File: src/hdl/axil_pkg.sv
// AXI-lite response and protection types with their constant codes
package axil_pkg;

  // ------------------------------------------------------------------------
  // Response channel
  // ------------------------------------------------------------------------

  // Shared by the B and R channels
  typedef logic [1:0] axil_resp_t;

  localparam axil_resp_t RESP_OKAY   = 2'b00;  // Normal access done
  localparam axil_resp_t RESP_SLVERR = 2'b10;  // Slave saw a bad access

  // ------------------------------------------------------------------------
  // Protection field
  // ------------------------------------------------------------------------

  // Bit 0 privileged, bit 1 non-secure, bit 2 instruction fetch
  typedef logic [2:0] axil_prot_t;

  // Plain data access, secure, unprivileged.
  // All three bits cleared
  localparam axil_prot_t PROT_DATA_SECURE_UNPRIV = 3'b000;

endpackage

File: src/hdl/axil_if.sv
// AXI-lite interface with master and slave modports
interface axil_if #(
  parameter int DATA_WIDTH = 64,
  parameter int ADDR_WIDTH = 32
);

  localparam int STRB_WIDTH = DATA_WIDTH / 8;

  // Write address channel
  logic                   awvalid;
  logic                   awready;
  logic [ADDR_WIDTH-1:0]  awaddr;
  axil_pkg::axil_prot_t   awprot;

  // Write data channel
  logic                   wvalid;
  logic                   wready;
  logic [DATA_WIDTH-1:0]  wdata;
  logic [STRB_WIDTH-1:0]  wstrb;  // One bit per byte lane

  // Write response channel
  logic                   bvalid;
  logic                   bready;
  axil_pkg::axil_resp_t   bresp;

  // Read address channel
  logic                   arvalid;
  logic                   arready;
  logic [ADDR_WIDTH-1:0]  araddr;
  axil_pkg::axil_prot_t   arprot;

  // Read data channel
  logic                   rvalid;
  logic                   rready;
  logic [DATA_WIDTH-1:0]  rdata;
  axil_pkg::axil_resp_t   rresp;

  // ------------------------------------------------------------------------
  // Modports
  // ------------------------------------------------------------------------
  modport master (
    output awvalid, awaddr, awprot,
    output wvalid, wdata, wstrb,
    output bready,
    output arvalid, araddr, arprot,
    output rready,
    input  awready, wready, bvalid, bresp,
    input  arready, rvalid, rdata, rresp
  );

  modport slave (
    input  awvalid, awaddr, awprot,
    input  wvalid, wdata, wstrb,
    input  bready,
    input  arvalid, araddr, arprot,
    input  rready,
    output awready, wready, bvalid, bresp,
    output arready, rvalid, rdata, rresp
  );

endinterface

File: src/hdl/axil_master_wrap.sv
// AXI-lite master wrapper: core request port to AXI-lite read and write FSMs
module axil_master_wrap #(
  parameter int  DATA_WIDTH = 64,
  parameter int  ADDR_WIDTH = 32,
  localparam int STRB_WIDTH = DATA_WIDTH / 8
) (
  input  logic                  i_aclk,
  input  logic                  i_arst_n,

  // Core side request port
  input  logic                  i_rw_valid,
  input  logic                  i_rw_ren,
  input  logic                  i_rw_wen,
  input  logic [ADDR_WIDTH-1:0] i_rw_addr,
  input  logic [DATA_WIDTH-1:0] i_rw_wdata,
  input  logic [STRB_WIDTH-1:0] i_rw_strb,
  output logic                  o_rw_ready,  // One-cycle completion pulse
  output logic [DATA_WIDTH-1:0] o_rw_rdata,
  output axil_pkg::axil_resp_t  o_rw_resp,

  axil_if.master                m_axil
);

  typedef enum logic [1:0] {
    WR_IDLE,
    WR_ADDR,
    WR_DATA,
    WR_RESP
  } write_state_t;

  typedef enum logic [1:0] {
    RD_IDLE,
    RD_ADDR,
    RD_DATA
  } read_state_t;

  write_state_t wr_state;
  read_state_t  rd_state;

  logic aw_fire;
  logic w_fire;
  logic b_fire;
  logic ar_fire;
  logic r_fire;
  logic wr_start;
  logic rd_start;

  // ------------------------------------------------------------------------
  // Handshakes
  // ------------------------------------------------------------------------
  assign aw_fire = m_axil.awvalid & m_axil.awready;
  assign w_fire  = m_axil.wvalid  & m_axil.wready;
  assign b_fire  = m_axil.bvalid  & m_axil.bready;
  assign ar_fire = m_axil.arvalid & m_axil.arready;
  assign r_fire  = m_axil.rvalid  & m_axil.rready;

  // Request is still held high during the ready pulse, so skip that cycle
  assign wr_start = i_rw_valid & i_rw_wen & ~o_rw_ready;
  assign rd_start = i_rw_valid & i_rw_ren & ~o_rw_ready;

  // ------------------------------------------------------------------------
  // Write FSM
  // ------------------------------------------------------------------------
  always_ff @(posedge i_aclk or negedge i_arst_n) begin
    if (!i_arst_n) begin
      wr_state <= WR_IDLE;
    end else begin
      case (wr_state)
        WR_IDLE: if (wr_start) wr_state <= WR_ADDR;
        WR_ADDR: if (aw_fire)  wr_state <= WR_DATA;
        WR_DATA: if (w_fire)   wr_state <= WR_RESP;
        WR_RESP: if (b_fire)   wr_state <= WR_IDLE;
        default:               wr_state <= WR_IDLE;
      endcase
    end
  end

  // ------------------------------------------------------------------------
  // Read FSM
  // ------------------------------------------------------------------------
  always_ff @(posedge i_aclk or negedge i_arst_n) begin
    if (!i_arst_n) begin
      rd_state <= RD_IDLE;
    end else begin
      case (rd_state)
        RD_IDLE: if (rd_start) rd_state <= RD_ADDR;
        RD_ADDR: if (ar_fire)  rd_state <= RD_DATA;
        RD_DATA: if (r_fire)   rd_state <= RD_IDLE;
        default:               rd_state <= RD_IDLE;
      endcase
    end
  end

  // Channel controls come straight from the state
  assign m_axil.awvalid = (wr_state == WR_ADDR);
  assign m_axil.awaddr  = i_rw_addr;
  assign m_axil.awprot  = axil_pkg::PROT_DATA_SECURE_UNPRIV;
  assign m_axil.wvalid  = (wr_state == WR_DATA);
  assign m_axil.wdata   = i_rw_wdata;
  assign m_axil.wstrb   = i_rw_strb;
  assign m_axil.bready  = (wr_state == WR_RESP);

  assign m_axil.arvalid = (rd_state == RD_ADDR);
  assign m_axil.araddr  = i_rw_addr;
  assign m_axil.arprot  = axil_pkg::PROT_DATA_SECURE_UNPRIV;
  assign m_axil.rready  = (rd_state == RD_DATA);

  // ------------------------------------------------------------------------
  // Completion
  // ------------------------------------------------------------------------

  // Read data kept until the next read completes
  always_ff @(posedge i_aclk or negedge i_arst_n) begin
    if (!i_arst_n) begin
      o_rw_rdata <= '0;
      o_rw_resp  <= axil_pkg::RESP_OKAY;
    end else if (r_fire) begin
      o_rw_rdata <= m_axil.rdata;
      o_rw_resp  <= m_axil.rresp;
    end else if (b_fire) begin
      o_rw_resp  <= m_axil.bresp;
    end
  end

  always_ff @(posedge i_aclk or negedge i_arst_n) begin
    if (!i_arst_n) begin
      o_rw_ready <= 1'b0;
    end else begin
      o_rw_ready <= b_fire | r_fire;  // High one cycle after last transfer
    end
  end

endmodule

File: src/flat_wrapper.sv
// flat-port wrapper written by rule: the top's interface ports become plain ports
module axil_master_wrap_flat 
#(
  parameter int  DATA_WIDTH = 64,
  parameter int  ADDR_WIDTH = 32,
  localparam int STRB_WIDTH = DATA_WIDTH / 8
)
  (i_aclk, i_arst_n, i_rw_valid, i_rw_ren, i_rw_wen, i_rw_addr, i_rw_wdata, i_rw_strb, o_rw_ready, o_rw_rdata, o_rw_resp, m_axil_awvalid, m_axil_awaddr, m_axil_awprot, m_axil_wvalid, m_axil_wdata, m_axil_wstrb, m_axil_bready, m_axil_arvalid, m_axil_araddr, m_axil_arprot, m_axil_rready, m_axil_awready, m_axil_wready, m_axil_bvalid, m_axil_bresp, m_axil_arready, m_axil_rvalid, m_axil_rdata, m_axil_rresp);
  axil_if #(.DATA_WIDTH(DATA_WIDTH), .ADDR_WIDTH(ADDR_WIDTH)) m_axil_i ();
  input  logic i_aclk;
  input  logic i_arst_n;
  input  logic i_rw_valid;
  input  logic i_rw_ren;
  input  logic i_rw_wen;
  input  logic [ADDR_WIDTH-1:0] i_rw_addr;
  input  logic [DATA_WIDTH-1:0] i_rw_wdata;
  input  logic [STRB_WIDTH-1:0] i_rw_strb;
  output logic o_rw_ready;
  output logic [DATA_WIDTH-1:0] o_rw_rdata;
  output axil_pkg::axil_resp_t o_rw_resp;
  output wire logic [$bits(m_axil_i.awvalid)-1:0] m_axil_awvalid;
  output wire logic [$bits(m_axil_i.awaddr)-1:0] m_axil_awaddr;
  output wire logic [$bits(m_axil_i.awprot)-1:0] m_axil_awprot;
  output wire logic [$bits(m_axil_i.wvalid)-1:0] m_axil_wvalid;
  output wire logic [$bits(m_axil_i.wdata)-1:0] m_axil_wdata;
  output wire logic [$bits(m_axil_i.wstrb)-1:0] m_axil_wstrb;
  output wire logic [$bits(m_axil_i.bready)-1:0] m_axil_bready;
  output wire logic [$bits(m_axil_i.arvalid)-1:0] m_axil_arvalid;
  output wire logic [$bits(m_axil_i.araddr)-1:0] m_axil_araddr;
  output wire logic [$bits(m_axil_i.arprot)-1:0] m_axil_arprot;
  output wire logic [$bits(m_axil_i.rready)-1:0] m_axil_rready;
  input wire logic [$bits(m_axil_i.awready)-1:0] m_axil_awready;
  input wire logic [$bits(m_axil_i.wready)-1:0] m_axil_wready;
  input wire logic [$bits(m_axil_i.bvalid)-1:0] m_axil_bvalid;
  input wire logic [$bits(m_axil_i.bresp)-1:0] m_axil_bresp;
  input wire logic [$bits(m_axil_i.arready)-1:0] m_axil_arready;
  input wire logic [$bits(m_axil_i.rvalid)-1:0] m_axil_rvalid;
  input wire logic [$bits(m_axil_i.rdata)-1:0] m_axil_rdata;
  input wire logic [$bits(m_axil_i.rresp)-1:0] m_axil_rresp;
  assign m_axil_awvalid = m_axil_i.awvalid;
  assign m_axil_awaddr = m_axil_i.awaddr;
  assign m_axil_awprot = m_axil_i.awprot;
  assign m_axil_wvalid = m_axil_i.wvalid;
  assign m_axil_wdata = m_axil_i.wdata;
  assign m_axil_wstrb = m_axil_i.wstrb;
  assign m_axil_bready = m_axil_i.bready;
  assign m_axil_arvalid = m_axil_i.arvalid;
  assign m_axil_araddr = m_axil_i.araddr;
  assign m_axil_arprot = m_axil_i.arprot;
  assign m_axil_rready = m_axil_i.rready;
  assign m_axil_i.awready = m_axil_awready;
  assign m_axil_i.wready = m_axil_wready;
  assign m_axil_i.bvalid = m_axil_bvalid;
  assign m_axil_i.bresp = m_axil_bresp;
  assign m_axil_i.arready = m_axil_arready;
  assign m_axil_i.rvalid = m_axil_rvalid;
  assign m_axil_i.rdata = m_axil_rdata;
  assign m_axil_i.rresp = m_axil_rresp;
  axil_master_wrap #(.DATA_WIDTH(DATA_WIDTH), .ADDR_WIDTH(ADDR_WIDTH)) u_core (.i_aclk(i_aclk), .i_arst_n(i_arst_n), .i_rw_valid(i_rw_valid), .i_rw_ren(i_rw_ren), .i_rw_wen(i_rw_wen), .i_rw_addr(i_rw_addr), .i_rw_wdata(i_rw_wdata), .i_rw_strb(i_rw_strb), .o_rw_ready(o_rw_ready), .o_rw_rdata(o_rw_rdata), .o_rw_resp(o_rw_resp), .m_axil(m_axil_i));
endmodule
File: config.mk
export PLATFORM = sky130hd
export DESIGN_NAME = axil_master_wrap_flat
export DESIGN_NICKNAME = d
export VERILOG_FILES = /design/src/hdl/axil_pkg.sv /design/src/hdl/axil_if.sv /design/src/hdl/axil_master_wrap.sv /design/src/flat_wrapper.sv
export SDC_FILE = /design/constraint.sdc
export NUM_CORES = 1
export LEC_CHECK = 0
export BUFFER_PORTS_ARGS = -buffer_cell sky130_fd_sc_hd__buf_4
export CAP_MARGIN = 20
export CORE_AREA = 2 2 153 155
export CTS_BUF_LIST = sky130_fd_sc_hd__clkbuf_2 sky130_fd_sc_hd__clkbuf_4 sky130_fd_sc_hd__clkbuf_8
export DETAILED_ROUTE_END_ITERATION = 10
export DIE_AREA = 0 0 155 157
export PLACE_DENSITY_LB_ADDON = 0.1
export SLEW_MARGIN = 20
export SYNTH_ARGS = -nofsm -noshare
export SYNTH_HDL_FRONTEND = slang
export SYNTH_SLANG_ARGS = --single-unit
File: constraint.sdc
create_clock -name i_aclk -period 3.6 [get_ports i_aclk]
set_input_delay 0.18 -clock i_aclk [delete_from_list [all_inputs] [get_ports i_aclk]]
set_output_delay 0.18 -clock i_aclk [all_outputs]
set_load 0.01 [all_outputs]
==> qor.yml, run 1 <==
critical_path_class: "reg -> reg"
synth-edff-count: 0
netlist_instances: 316
clock-sinks: 71
die-width_um: 155
syn2layout_area_growth_pct: 15.5
layout.core_utilization_pct: 20.0
worstPathRequired_ns: 3.84
grt_start_max_net_pins: 72
ir_worst_vdd_uv: 236
detailroute.via_count: 2146
ys_dominant_reg_cell: "dfrtp_1"
postRouteWirelength_mm: 9.90
gr-total-overflow: 0
sequential_cell_area_sq_um: 1780
post_drt_wl_per_cell_um: 15.9
number_of_cts_inserted_buffers: 9
synth.lib_cells_used.distinct: 21
post-route-min-period_ns: 1.99
layout_worst_path_cycle_share_pct: 55.3
die-area_sq_um: 24300
finalWeightedCongestion: 0.649
finalSetupViolCount: 0
dp_hpwl_mm: 7.41
cts_tree: "built"
post_cts_resize_count: 0
portbufs: 149
synth_seq_area_share_pct: 45.6
final_net_count: 521
vias_per_cell: 3.44
power_density_nw_per_um2: 814
grt_first_pass_wirelength_mm: 14.4
grt_pass1_vias: 2398
average_size_of_a_mapped_cell_sq_um: 12.3
worst_ep_arrival_time_ns: 2.23
rows: 55
hold_depth: 2
timing.reg2reg.worst_path_depth: 3
floorplan.initialDensity_pct: 17.3
max-clock-path-buffers: 2
synth.yosys.warnings: 0
top_level_ports: 396
drcViolationCount: 0
cts_setup_buffers: 0
worst_setup_hold_path_clk_slew_ns: 0.09
drt_first_iter_violations: 46
clk_skew_ns: 0.00874
cellInternalPower_mw: 2.47
power.sequential.fraction_pct: 38.9
crit_chain: "nand3b_4 > buf_4 > mux2_2"
maxCapViolations: 0
synth_top_area_share_pct: 45.6
core_region_area_sq_um: 22500
timing.hold.worst.class: "in -> reg"
route.antenna.remaining_nets: 0
drt_pre_antenna_iters: 3
post_cts_hold_buffer_count: 0
overall_fraction_of_global_route_tracks_in_use_pct: 7.97
cpPeakStageDelay_ns: 0.57
cp_slowest_cell: "nand3b_4"
cellLeakagePower_nw: 2.18
ctsHtreeMaxLevel: 3
clock_power_share_pct: 17.5
synthMostInstantiatedCell: "buf_4"
power.switching_mw: 1.19
outcome: "complete, no violations"
worst_setup_path_end_kind: "flop"
antenna_cells_inserted: 0
hold_viol_final: 0
worst_pin_slew_ns: 0.683
multiInputGateArea_sq_um: 1010
comb_power_share_pct: 43.6
synth_area_sq_um: 3900
worst_skew_pair.late_latency_ns: 0.36
critical_path.top_delay_family: "simple AND/OR/NAND/NOR gates"
timing.final.max_slew_violations: 0
rsz0062_at_grt: "false"
totalNegativeSetupSlack_ns: 0
clk_tree_root_cell: "clkbuf_8"
path_depth: 3
antenna_found_initial: 0
synth_largest_area_cell: "dfrtp_1"
startpoint_type: "flop"
worst_slew_margin_rel_pct: 54.5
clock.fmax_ghz: 0.502
share_of_flip_flops_with_an_asynchronous_set_or_reset_after_synthesis_pct: 100
postSynthRegisterBits: 71
cp_num_buf_inv: 1
yosys-top-cells-count: "142 x buf_4, 71 x dfrtp_1, 59 x mux2_2"
die_height_um: 157
switching_share_pct: 32.5
synth.top_cells.by_area: "dfrtp_1 46%, buf_4 27%, mux2_2 17%"
layout.filler_cells: 2448
critical_path.max_fanout: 44
drive_above_1_share_pct: 68.9
## cell families (layout without fill, tap and decap cells)
| group | after synthesis | after routing | synth area share (%) |
|---|---|---|---|
| buffers and inverters | 153 | 170 | 29.0 |
| flip-flops | 71 | 71 | 45.6 |
| multiplexers | 67 | 67 | 19.8 |
| AND/OR/NAND/NOR | 14 | 14 | 2.73 |
| AO/OA/AOI/OAI | 6 | 6 | 1.57 |
| adder cells (fa/ha/maj) | 4 | 4 | 1.28 |
| other | 1 | 6 | 0.0962 |
## cell usage in the layout (no fill, tap or decap), types with 2 or more instances in the layout
master,n
inv_1,4
conb_1,6
nor2b_1,5
clkbuf_8,10
nand3b_4,2
ha_1,4
mux2i_1,2
mux2_4,5
nand2_1,2
nor2_1,3
mux2_2,59
a21oi_1,3
dfrtp_1,71
clkinv_2,2
buf_4,150
## power groups by stage
stage | Sequential, mW | Clock (mW) | Combinational (mW)
5_1_grt | 1.49 | 0.714 | 1.72
2_1_floorplan | 1.58 | 0 | 0.745
6_report | 1.42 | 0.640 | 1.60
4_1_cts | 1.43 | 0.684 | 1.65
3_3_place_gp | 1.44 | 0 | 1.64
3_5_place_dp | 1.44 | 0 | 1.65
## stage by stage
step / cells / hold WS (ns) / setup WS (ns) / power, mW / instance area (sq um)
global route: 623 / 0.0201 / 1.44 / 3.92 / 4500
floorplan: 321 / -0.116 / 2.00 / 2.33 / 3920
global placement: 607 / 0.360 / 1.58 / 3.07 / 4290
detailed placement: 607 / 0.360 / 1.56 / 3.09 / 4290
finish: 623 / 0.0513 / 1.61 / 3.66 / 4500
CTS: 621 / 0.0109 / 1.55 / 3.76 / 4470
## cell type report
cell class | instances | area share (%)
clock buffer | 10 | 3.06
clock inverter | 4 | 1.06
inverter | 4 | 0.334
multi-input combinational | 97 | 22.5
sequential | 71 | 39.5
tap | 285 | 7.92
timing repair buffer | 152 | 25.7
## routing by layer
layer  global-route usage (%)  share of wire, %  vias to the layer above
met5                        0                 0                        -
met4                     5.56               3.5                        0
met3                     4.05                11                       47
met2                     12.4                49                      138
met1                     8.39                37                     1048
li1                         -                 -                      913
## final timing paths
path	start	endpoint	slack, ns
min in group asynchronous	i_arst_n	u_core.o_rw_rdata[43]	0.33
max in group asynchronous	i_arst_n	u_core.o_rw_ready	2.69
setup reg to reg	u_core.rd_state[0]	u_core.o_rw_rdata[56]	1.61
hold reg to reg	u_core.o_rw_rdata[44]	u_core.o_rw_rdata[44]	0.51
setup / recovery	u_core.rd_state[0]	u_core.o_rw_rdata[56]	1.61
hold / removal	m_axil_rdata[3]	u_core.o_rw_rdata[3]	0.05
## sequential cells by signal, indices dropped and copies added, names as in the netlist
signal             cells
u_core.o_rw_rdata     64
u_core.wr_state        2
u_core.rd_state        2
u_core.o_rw_resp       2
u_core.o_rw_ready      1
(Power assumes the default switching activity.)
==> inputs of run 2 (changes only) <==
Settings changed: CORE_AREA 2 2 153 155 to 2 2 154 156, DIE_AREA 0 0 155 157 to 0 0 156 158.
Clock period 3.6 ns to 1.6 ns, I/O delays scaled along.
==> qor.yml, run 2 (same netlist as run 1, synthesis figures left out) <==
detailroute.via_count: 2412  # +12%
worst_skew_pair.late_latency_ns: 0.35  # about the same
gr-total-overflow: 0  # unchanged
registers.top_by_ff_count: "u_core.o_rw_rdata"
die-width_um: 156  # +0.65%
startpoint_type: "flop"
postRouteWirelength_mm: 11.3  # +14%
rows: 56  # +1.8%
grt_first_pass_wirelength_mm: 16.4  # +14%
layout.cells.most_common: "buf_4"
stdcell_area_sq_um: 5350  # +19%
critical_path_class: "reg -> reg"
finalSetupViolCount: 1  # +1
core_region_area_sq_um: 23100  # +2.4%
vias_per_cell: 3.42  # -0.82%
die-area_sq_um: 24600  # +1.3%
clk_tree_root_cell: "clkbuf_8"
sequential_cell_area_sq_um: 1780  # about the same
antenna_found_initial: 0  # unchanged
dpl_worst_slack_ns: -0.0366  # -1.60 ns
timing.final.max_slew_violations: 0  # unchanged
drcViolationCount: 0  # unchanged
rsz0062_at_grt: "true"
cp_slowest_cell: "dfrtp_1"
timing.hold.worst.class: "in -> reg"
worst_setup_path_end_kind: "flop"
violations: "negative setup slack"
hold_viol_final: 0  # unchanged
max-clock-path-buffers: 2  # unchanged
grt_pass1_vias: 2618  # +9.2%
crit_chain: "buf_6 > ha_4 > nor2b_4 > a2111oi_4 > mux2_4"
power_density_nw_per_um2: 1610  # +98%
worst_setup_hold_path_clk_slew_ns: 0.08  # about the same
layout.filler_cells: 2465  # +0.69%
critical_path.max_fanout: 2  # -95%
post_drt_wl_per_cell_um: 16.0  # +0.94%
post-layout-total-power_mw: 8.62  # +140%
layout_worst_path_cycle_share_pct: 100  # +45 points
antenna_cells_inserted: 0  # unchanged
floorplan.initialDensity_pct: 16.9  # -0.41 points
dp_hpwl_mm: 8.57  # +16%
cpPeakStageDelay_ns: 0.41  # -0.16 ns
number_of_cts_inserted_buffers: 9  # unchanged
layout_common_cells: "154 x buf_4, 70 x dfrtp_1, 69 x dlygate4sd3_1"
finalWeightedCongestion: 0.663  # +2.2%
drive_above_1_share_pct: 60.8  # -8.1 points
flip_flop_count_of_the_largest_register_after_layout: 64  # unchanged
setup_ws_ns: -0.00693  # -1.61 ns
cts_tree: "built"
worst_ep_arrival_time_ns: 1.85  # -0.38 ns
portbufs: 149  # unchanged
cellLeakagePower_nw: 2.54  # +16%
ir_worst_vdd_uv: 586  # +150%
ctsHtreeMaxLevel: 3  # unchanged
drt_pre_antenna_iters: 3  # unchanged
cp_num_buf_inv: 1  # unchanged
die_height_um: 158  # +0.64%
clock.fmax_ghz: 0.622  # +24%
top_level_ports: 396  # unchanged
route.antenna.remaining_nets: 0  # unchanged
placed_area_sq_um: 4390  # +2.5%
layout.core_utilization_pct: 23.2  # +3.2 points
syn2layout_area_growth_pct: 37.3
outcome: "complete, but fails checks"
clk_skew_ns: 0.00970  # +0.000959 ns
final_net_count: 598  # +15%
grt_start_max_net_pins: 35  # -51%
critical_path.top_delay_family: "flip-flops"
clock-sinks: 71  # unchanged
maxCapViolations: 0  # unchanged
post-route-min-period_ns: 1.61  # -0.385 ns
totalNegativeSetupSlack_ns: -0.00693  # -0.00693 ns
overall_fraction_of_global_route_tracks_in_use_pct: 9.12  # +1.1 points
multiInputGateArea_sq_um: 1060  # +5.3%
drt_first_iter_violations: 66  # +43%
worstPathRequired_ns: 1.84  # -2.00 ns
==> run 2: cell count changes in the layout (fill, tap and decap cells not counted), sizes merged <==
cell         change
dlygate4sd3     +68
buf              +9
clkbuf           +2
bufinv           -1
==> run 2: final timing paths <==
check	from	slack [ns]	depth (start not counted)	to
hold reg to reg	u_core.o_rw_rdata[17]	0.51	1	u_core.o_rw_rdata[17]
min in group asynchronous	i_arst_n	0.21	2	u_core.o_rw_rdata[33]
max in group asynchronous	i_arst_n	0.81	3	u_core.o_rw_rdata[63]
hold / removal	m_axil_bresp[1]	0.03	3	u_core.o_rw_resp[1]
setup reg to reg	u_core.wr_state[1]	-0.007	5	u_core.wr_state[1]
setup / recovery	u_core.wr_state[1]	-0.007	5	u_core.wr_state[1]
==> run 2: routing by layer <==
| metal | GRT usage, % | share of wire (%) | vias up |
|---|---|---|---|
| met4 | 5.16 | 3.3 | 0 |
| met5 | 0 | 0 | - |
| met2 | 14.7 | 49 | 145 |
| met1 | 9.48 | 35 | 1156 |
| met3 | 5.04 | 12 | 41 |
| li1 | - | - | 1070 |
==> run 2: where the power goes <==
group,switching (mW),internal (mW),leakage (nW)
logic,1.57,2.46,1.59
registers,0.500,2.69,0.855
clock network,0.726,0.678,0.0942
==> run 2: repair_timing <==
item / 4_1_cts / 5_1_grt
gates resized for setup: 10 / 7
endpoints found under the hold margin: 96 / 0
setup endpoints to repair: 1 / 1
hold buffers: 69 / 0
pin swaps: 2 / 3
buffers inserted: 2 / 1
==> run 2: area by class of cell <==
cell class	count	area share, %
Clock buffer	12	3.09
Clock inverter	3	0.327
Inverter	4	0.281
Multi-Input combinational cell	97	19.9
Sequential cell	71	33.2
Tap cell	290	6.78
Timing Repair Buffer	229	36.4
==> run 2: worst reg2reg max path, delay by kind of cell, from the launching register on <==
family                   cells  cell delay (ns)
multiplexers                 1             0.33
buffers and inverters        1             0.13
adder cells (fa/ha/maj)      1             0.14
AND/OR/NAND/NOR              1             0.13
flip-flops                   1             0.41
AO/OA/AOI/OAI                1             0.36
==> run 2: through the flow <==
step,hold slack (ns),cells
4_1_cts,0.00228,705
2_1_floorplan,-0.216,321
3_5_place_dp,0.0690,619
5_1_grt,0.0347,706
6_report,0.0346,706
3_3_place_gp,0.0689,619
==> inputs of run 3 (changes only) <==
--- a/config.mk
+++ b/config.mk
@@ -12,4 +12,5 @@
 export DETAILED_ROUTE_END_ITERATION = 10
 export DIE_AREA = 0 0 156 158
+export HOLD_SLACK_MARGIN = 0.03
 export PLACE_DENSITY_LB_ADDON = 0.1
 export SLEW_MARGIN = 20
==> constraint.sdc (replaced) <==
create_clock -name i_aclk -period 1.6 [get_ports i_aclk]
set_input_delay 0 -clock i_aclk [delete_from_list [all_inputs] [get_ports i_aclk]]
set_output_delay 0 -clock i_aclk [all_outputs]
set_load 0.01 [all_outputs]
==> qor.yml, run 3 <==
synth_seq_area_share_pct: 45.6  # unchanged
synthMostInstantiatedCell: "buf_4"
placed_area_sq_um: 4390  # unchanged
floorplan.initialDensity_pct: 16.9  # unchanged
synth_largest_area_cell: "dfrtp_1"
clk_tree_root_cell: "clkbuf_8"
clock-sinks: 71  # unchanged
top_level_ports: 396  # unchanged
yosys-top-cells-count: "142 x buf_4, 71 x dfrtp_1, 59 x mux2_2"
synth.yosys.warnings: 0  # unchanged
dp_hpwl_mm: 8.59  # +0.23%
netlist_instances: 316  # unchanged
share_of_flip_flops_with_an_asynchronous_set_or_reset_after_synthesis_pct: 100  # unchanged
average_size_of_a_mapped_cell_sq_um: 12.3  # unchanged
outcome: "did not finish"
finalWeightedCongestion: 0.678  # +2.2%
postSynthRegisterBits: 71  # unchanged
ys_dominant_reg_cell: "dfrtp_1"
synth_top_area_share_pct: 45.6  # unchanged
synth-edff-count: 0  # unchanged
rows: 56  # unchanged
synth.lib_cells_used.distinct: 21  # unchanged
die_height_um: 158  # unchanged
toolErrorMsg: "[ERROR RSZ-0060] Max buffer count reached."
cts_setup_buffers: 1  # -1
max-clock-path-buffers: 2  # unchanged
synth.top_cells.by_area: "dfrtp_1 46%, buf_4 27%, mux2_2 17%"
post_cts_resize_count: 9  # -1
dpl.cell_count: 619  # unchanged
die-width_um: 156  # unchanged
synth_area_sq_um: 3900  # unchanged
portbufs: 149  # unchanged
failing_step: "clock tree synthesis"
ctsHtreeMaxLevel: 3  # unchanged
post_cts_hold_buffer_count: 128  # +86%
number_of_cts_inserted_buffers: 9  # unchanged
==> run 3: cell families after synthesis <==
| kind of cell | synth area share, % |
|---|---|
| multiplexers | 19.8 |
| buffers and inverters | 29.0 |
| AO/OA/AOI/OAI | 1.57 |
| flip-flops | 45.6 |
| AND/OR/NAND/NOR | 2.73 |
| other | 0.0962 |
| adder cells (fa/ha/maj) | 1.28 |
==> run 3: through the flow <==
step | setup slack [ns] | hold slack, ns | utilization (%)
after detailed placement | -0.0621 | -0.0400 | 19.1
after global placement | 0.0136 | -0.0424 | 19.1
after floorplan | 0.00259 | -0.296 | -
==> inputs of run 4 (changes only) <==
Settings changed: CORE_AREA 2 2 154 156 to 2 2 152 154, CTS_BUF_LIST sky130_fd_sc_hd__clkbuf_2 sky130_fd_sc_hd__clkbuf_4 sky130_fd_sc_hd__clkbuf_8 to default, DIE_AREA 0 0 156 158 to 0 0 154 156, HOLD_SLACK_MARGIN 0.03 to default, PLACE_DENSITY_LB_ADDON 0.1 to 0.15.
Clock period 1.6 ns to 2.1 ns, I/O delays scaled along.
==> qor.yml, run 4 (same netlist as run 1, synthesis figures left out) <==
finalWeightedCongestion: 0.639  # -5.8%
clk_skew_ns: 0.00500
startpoint_type: "flop"
worst_setup_path_end_kind: "flop"
cts_tree: "built"
grt_first_pass_wirelength_mm: 15.3
antenna_found_initial: 0
layout.cells.most_common: "buf_4"
post_drt_wl_per_cell_um: 14.3
flip_flop_count_of_the_largest_register_after_layout: 64
clk_tree_root_cell: "clkbuf_16"
max-clock-path-buffers: 2  # unchanged
timing.final.max_slew_violations: 0
number_of_cts_inserted_buffers: 9  # unchanged
overall_fraction_of_global_route_tracks_in_use_pct: 8.35
setup_ws_ns: 0.308
clock.fmax_ghz: 0.558
cellLeakagePower_nw: 2.55
outcome: "complete, no violations"
timing.hold.worst.class: "in -> out"
drcViolationCount: 0
dpl_worst_slack_ns: 0.410  # +0.472 ns
layout.filler_cells: 2345
worst_ep_arrival_time_ns: 2.01
layout_worst_path_cycle_share_pct: 85.3
finalSetupViolCount: 0
ctsHtreeMaxLevel: 3  # unchanged
worst_setup_hold_path_clk_slew_ns: 0.06
drive_above_1_share_pct: 57.0
drt_first_iter_violations: 49
antenna_cells_inserted: 0
route.antenna.remaining_nets: 0
maxCapViolations: 0
post-layout-total-power_mw: 7.01
final_net_count: 593
layout_common_cells: "150 x buf_4, 72 x dlygate4sd3_1, 71 x dfrtp_1"
floorplan.initialDensity_pct: 17.4  # +0.52 points
postRouteWirelength_mm: 10.0
critical_path.max_fanout: 4
worstPathRequired_ns: 2.32
core_region_area_sq_um: 22400
rsz0062_at_grt: "false"
gr-total-overflow: 0
portbufs: 149  # unchanged
critical_path_class: "reg -> reg"
vias_per_cell: 3.45
registers.top_by_ff_count: "u_core.o_rw_rdata"
rows: 55  # -1.8%
worst_skew_pair.late_latency_ns: 0.34
detailroute.via_count: 2404
drt_pre_antenna_iters: 3
ir_worst_vdd_uv: 450
die_height_um: 156  # -1.3%
grt_start_max_net_pins: 41
die-area_sq_um: 24000
dp_hpwl_mm: 7.42  # -14%
die-width_um: 154  # -1.3%
post_cts_resize_count: 0  # -9
totalNegativeSetupSlack_ns: 0
hold_viol_final: 0
power_density_nw_per_um2: 1310
clock-sinks: 71  # unchanged
top_level_ports: 396  # unchanged
post-route-min-period_ns: 1.79
grt_pass1_vias: 2674
syn2layout_area_growth_pct: 37.8
run 4: through the flow:
stage	area, sq um	hold slack [ns]	instances	utilization (%)
floorplan	3920	-0.296	321	-
global placement	4330	0.0000686	609	19.3
detailed placement	4330	0.0000686	609	19.3
CTS	5370	0.0000686	697	24.0
global route	5370	0.0000150	697	24.0
finish	5370	0.00000327	697	24.0
run 4: cell type report:
cell class | instances | area (sq um) | share of cell area [%]
Timing Repair Buffer | 224 | 1890 | 35.1
Inverter | 4 | 15.0 | 0.280
Multi-Input combinational cell | 97 | 1010 | 18.8
Clock buffer | 11 | 243 | 4.52
Clock inverter | 5 | 81.3 | 1.51
Tap cell | 285 | 357 | 6.64
Sequential cell | 71 | 1780 | 33.1
run 4: report_power, final:
part	total (mW)	internal, mW	leakage [nW]	switching (mW)
Combinational	2.89	1.76	1.54	1.14
Clock	1.68	1.07	0.156	0.608
Sequential	2.44	2.05	0.856	0.381
Total	7.01	4.88	2.55	2.13
run 4: worst max-delay path, stage by stage (launching register included):
cell	delay, ns
dfrtp_1	0.41
ha_1	0.23
nand2_1	0.14
mux2i_1	0.24
a21oi_1	0.09
dlygate4sd3_1	0.57
run 4: layer usage:
| layer | routed length, um | GRT usage [%] |
|---|---|---|
| met5 | 0 | 0 |
| met4 | 326 | 4.67 |
| met3 | 814 | 3.31 |
| met2 | 5300 | 14.4 |
| met1 | 3550 | 8.73 |
run 4: final timing paths:
path	startpoint	end	slack (ns)	cells after the start
hold reg to reg	u_core.o_rw_rdata[60]	u_core.o_rw_rdata[60]	0.51	1
setup / recovery	u_core.wr_state[0]	u_core.o_rw_resp[1]	0.31	5
min in group asynchronous	i_arst_n	u_core.o_rw_rdata[22]	0.17	2
hold / removal	i_rw_wdata[39]	m_axil_wdata[39]	0.000003	0
setup reg to reg	u_core.wr_state[0]	u_core.o_rw_resp[1]	0.31	5
max in group asynchronous	i_arst_n	u_core.o_rw_rdata[15]	1.32	3
run 4: repair_timing:
| action | CTS | global route |
|---|---|---|
| buffers inserted | 0 | 0 |
| endpoints found under the hold margin | 103 | 0 |
| hold buffers | 72 | 0 |
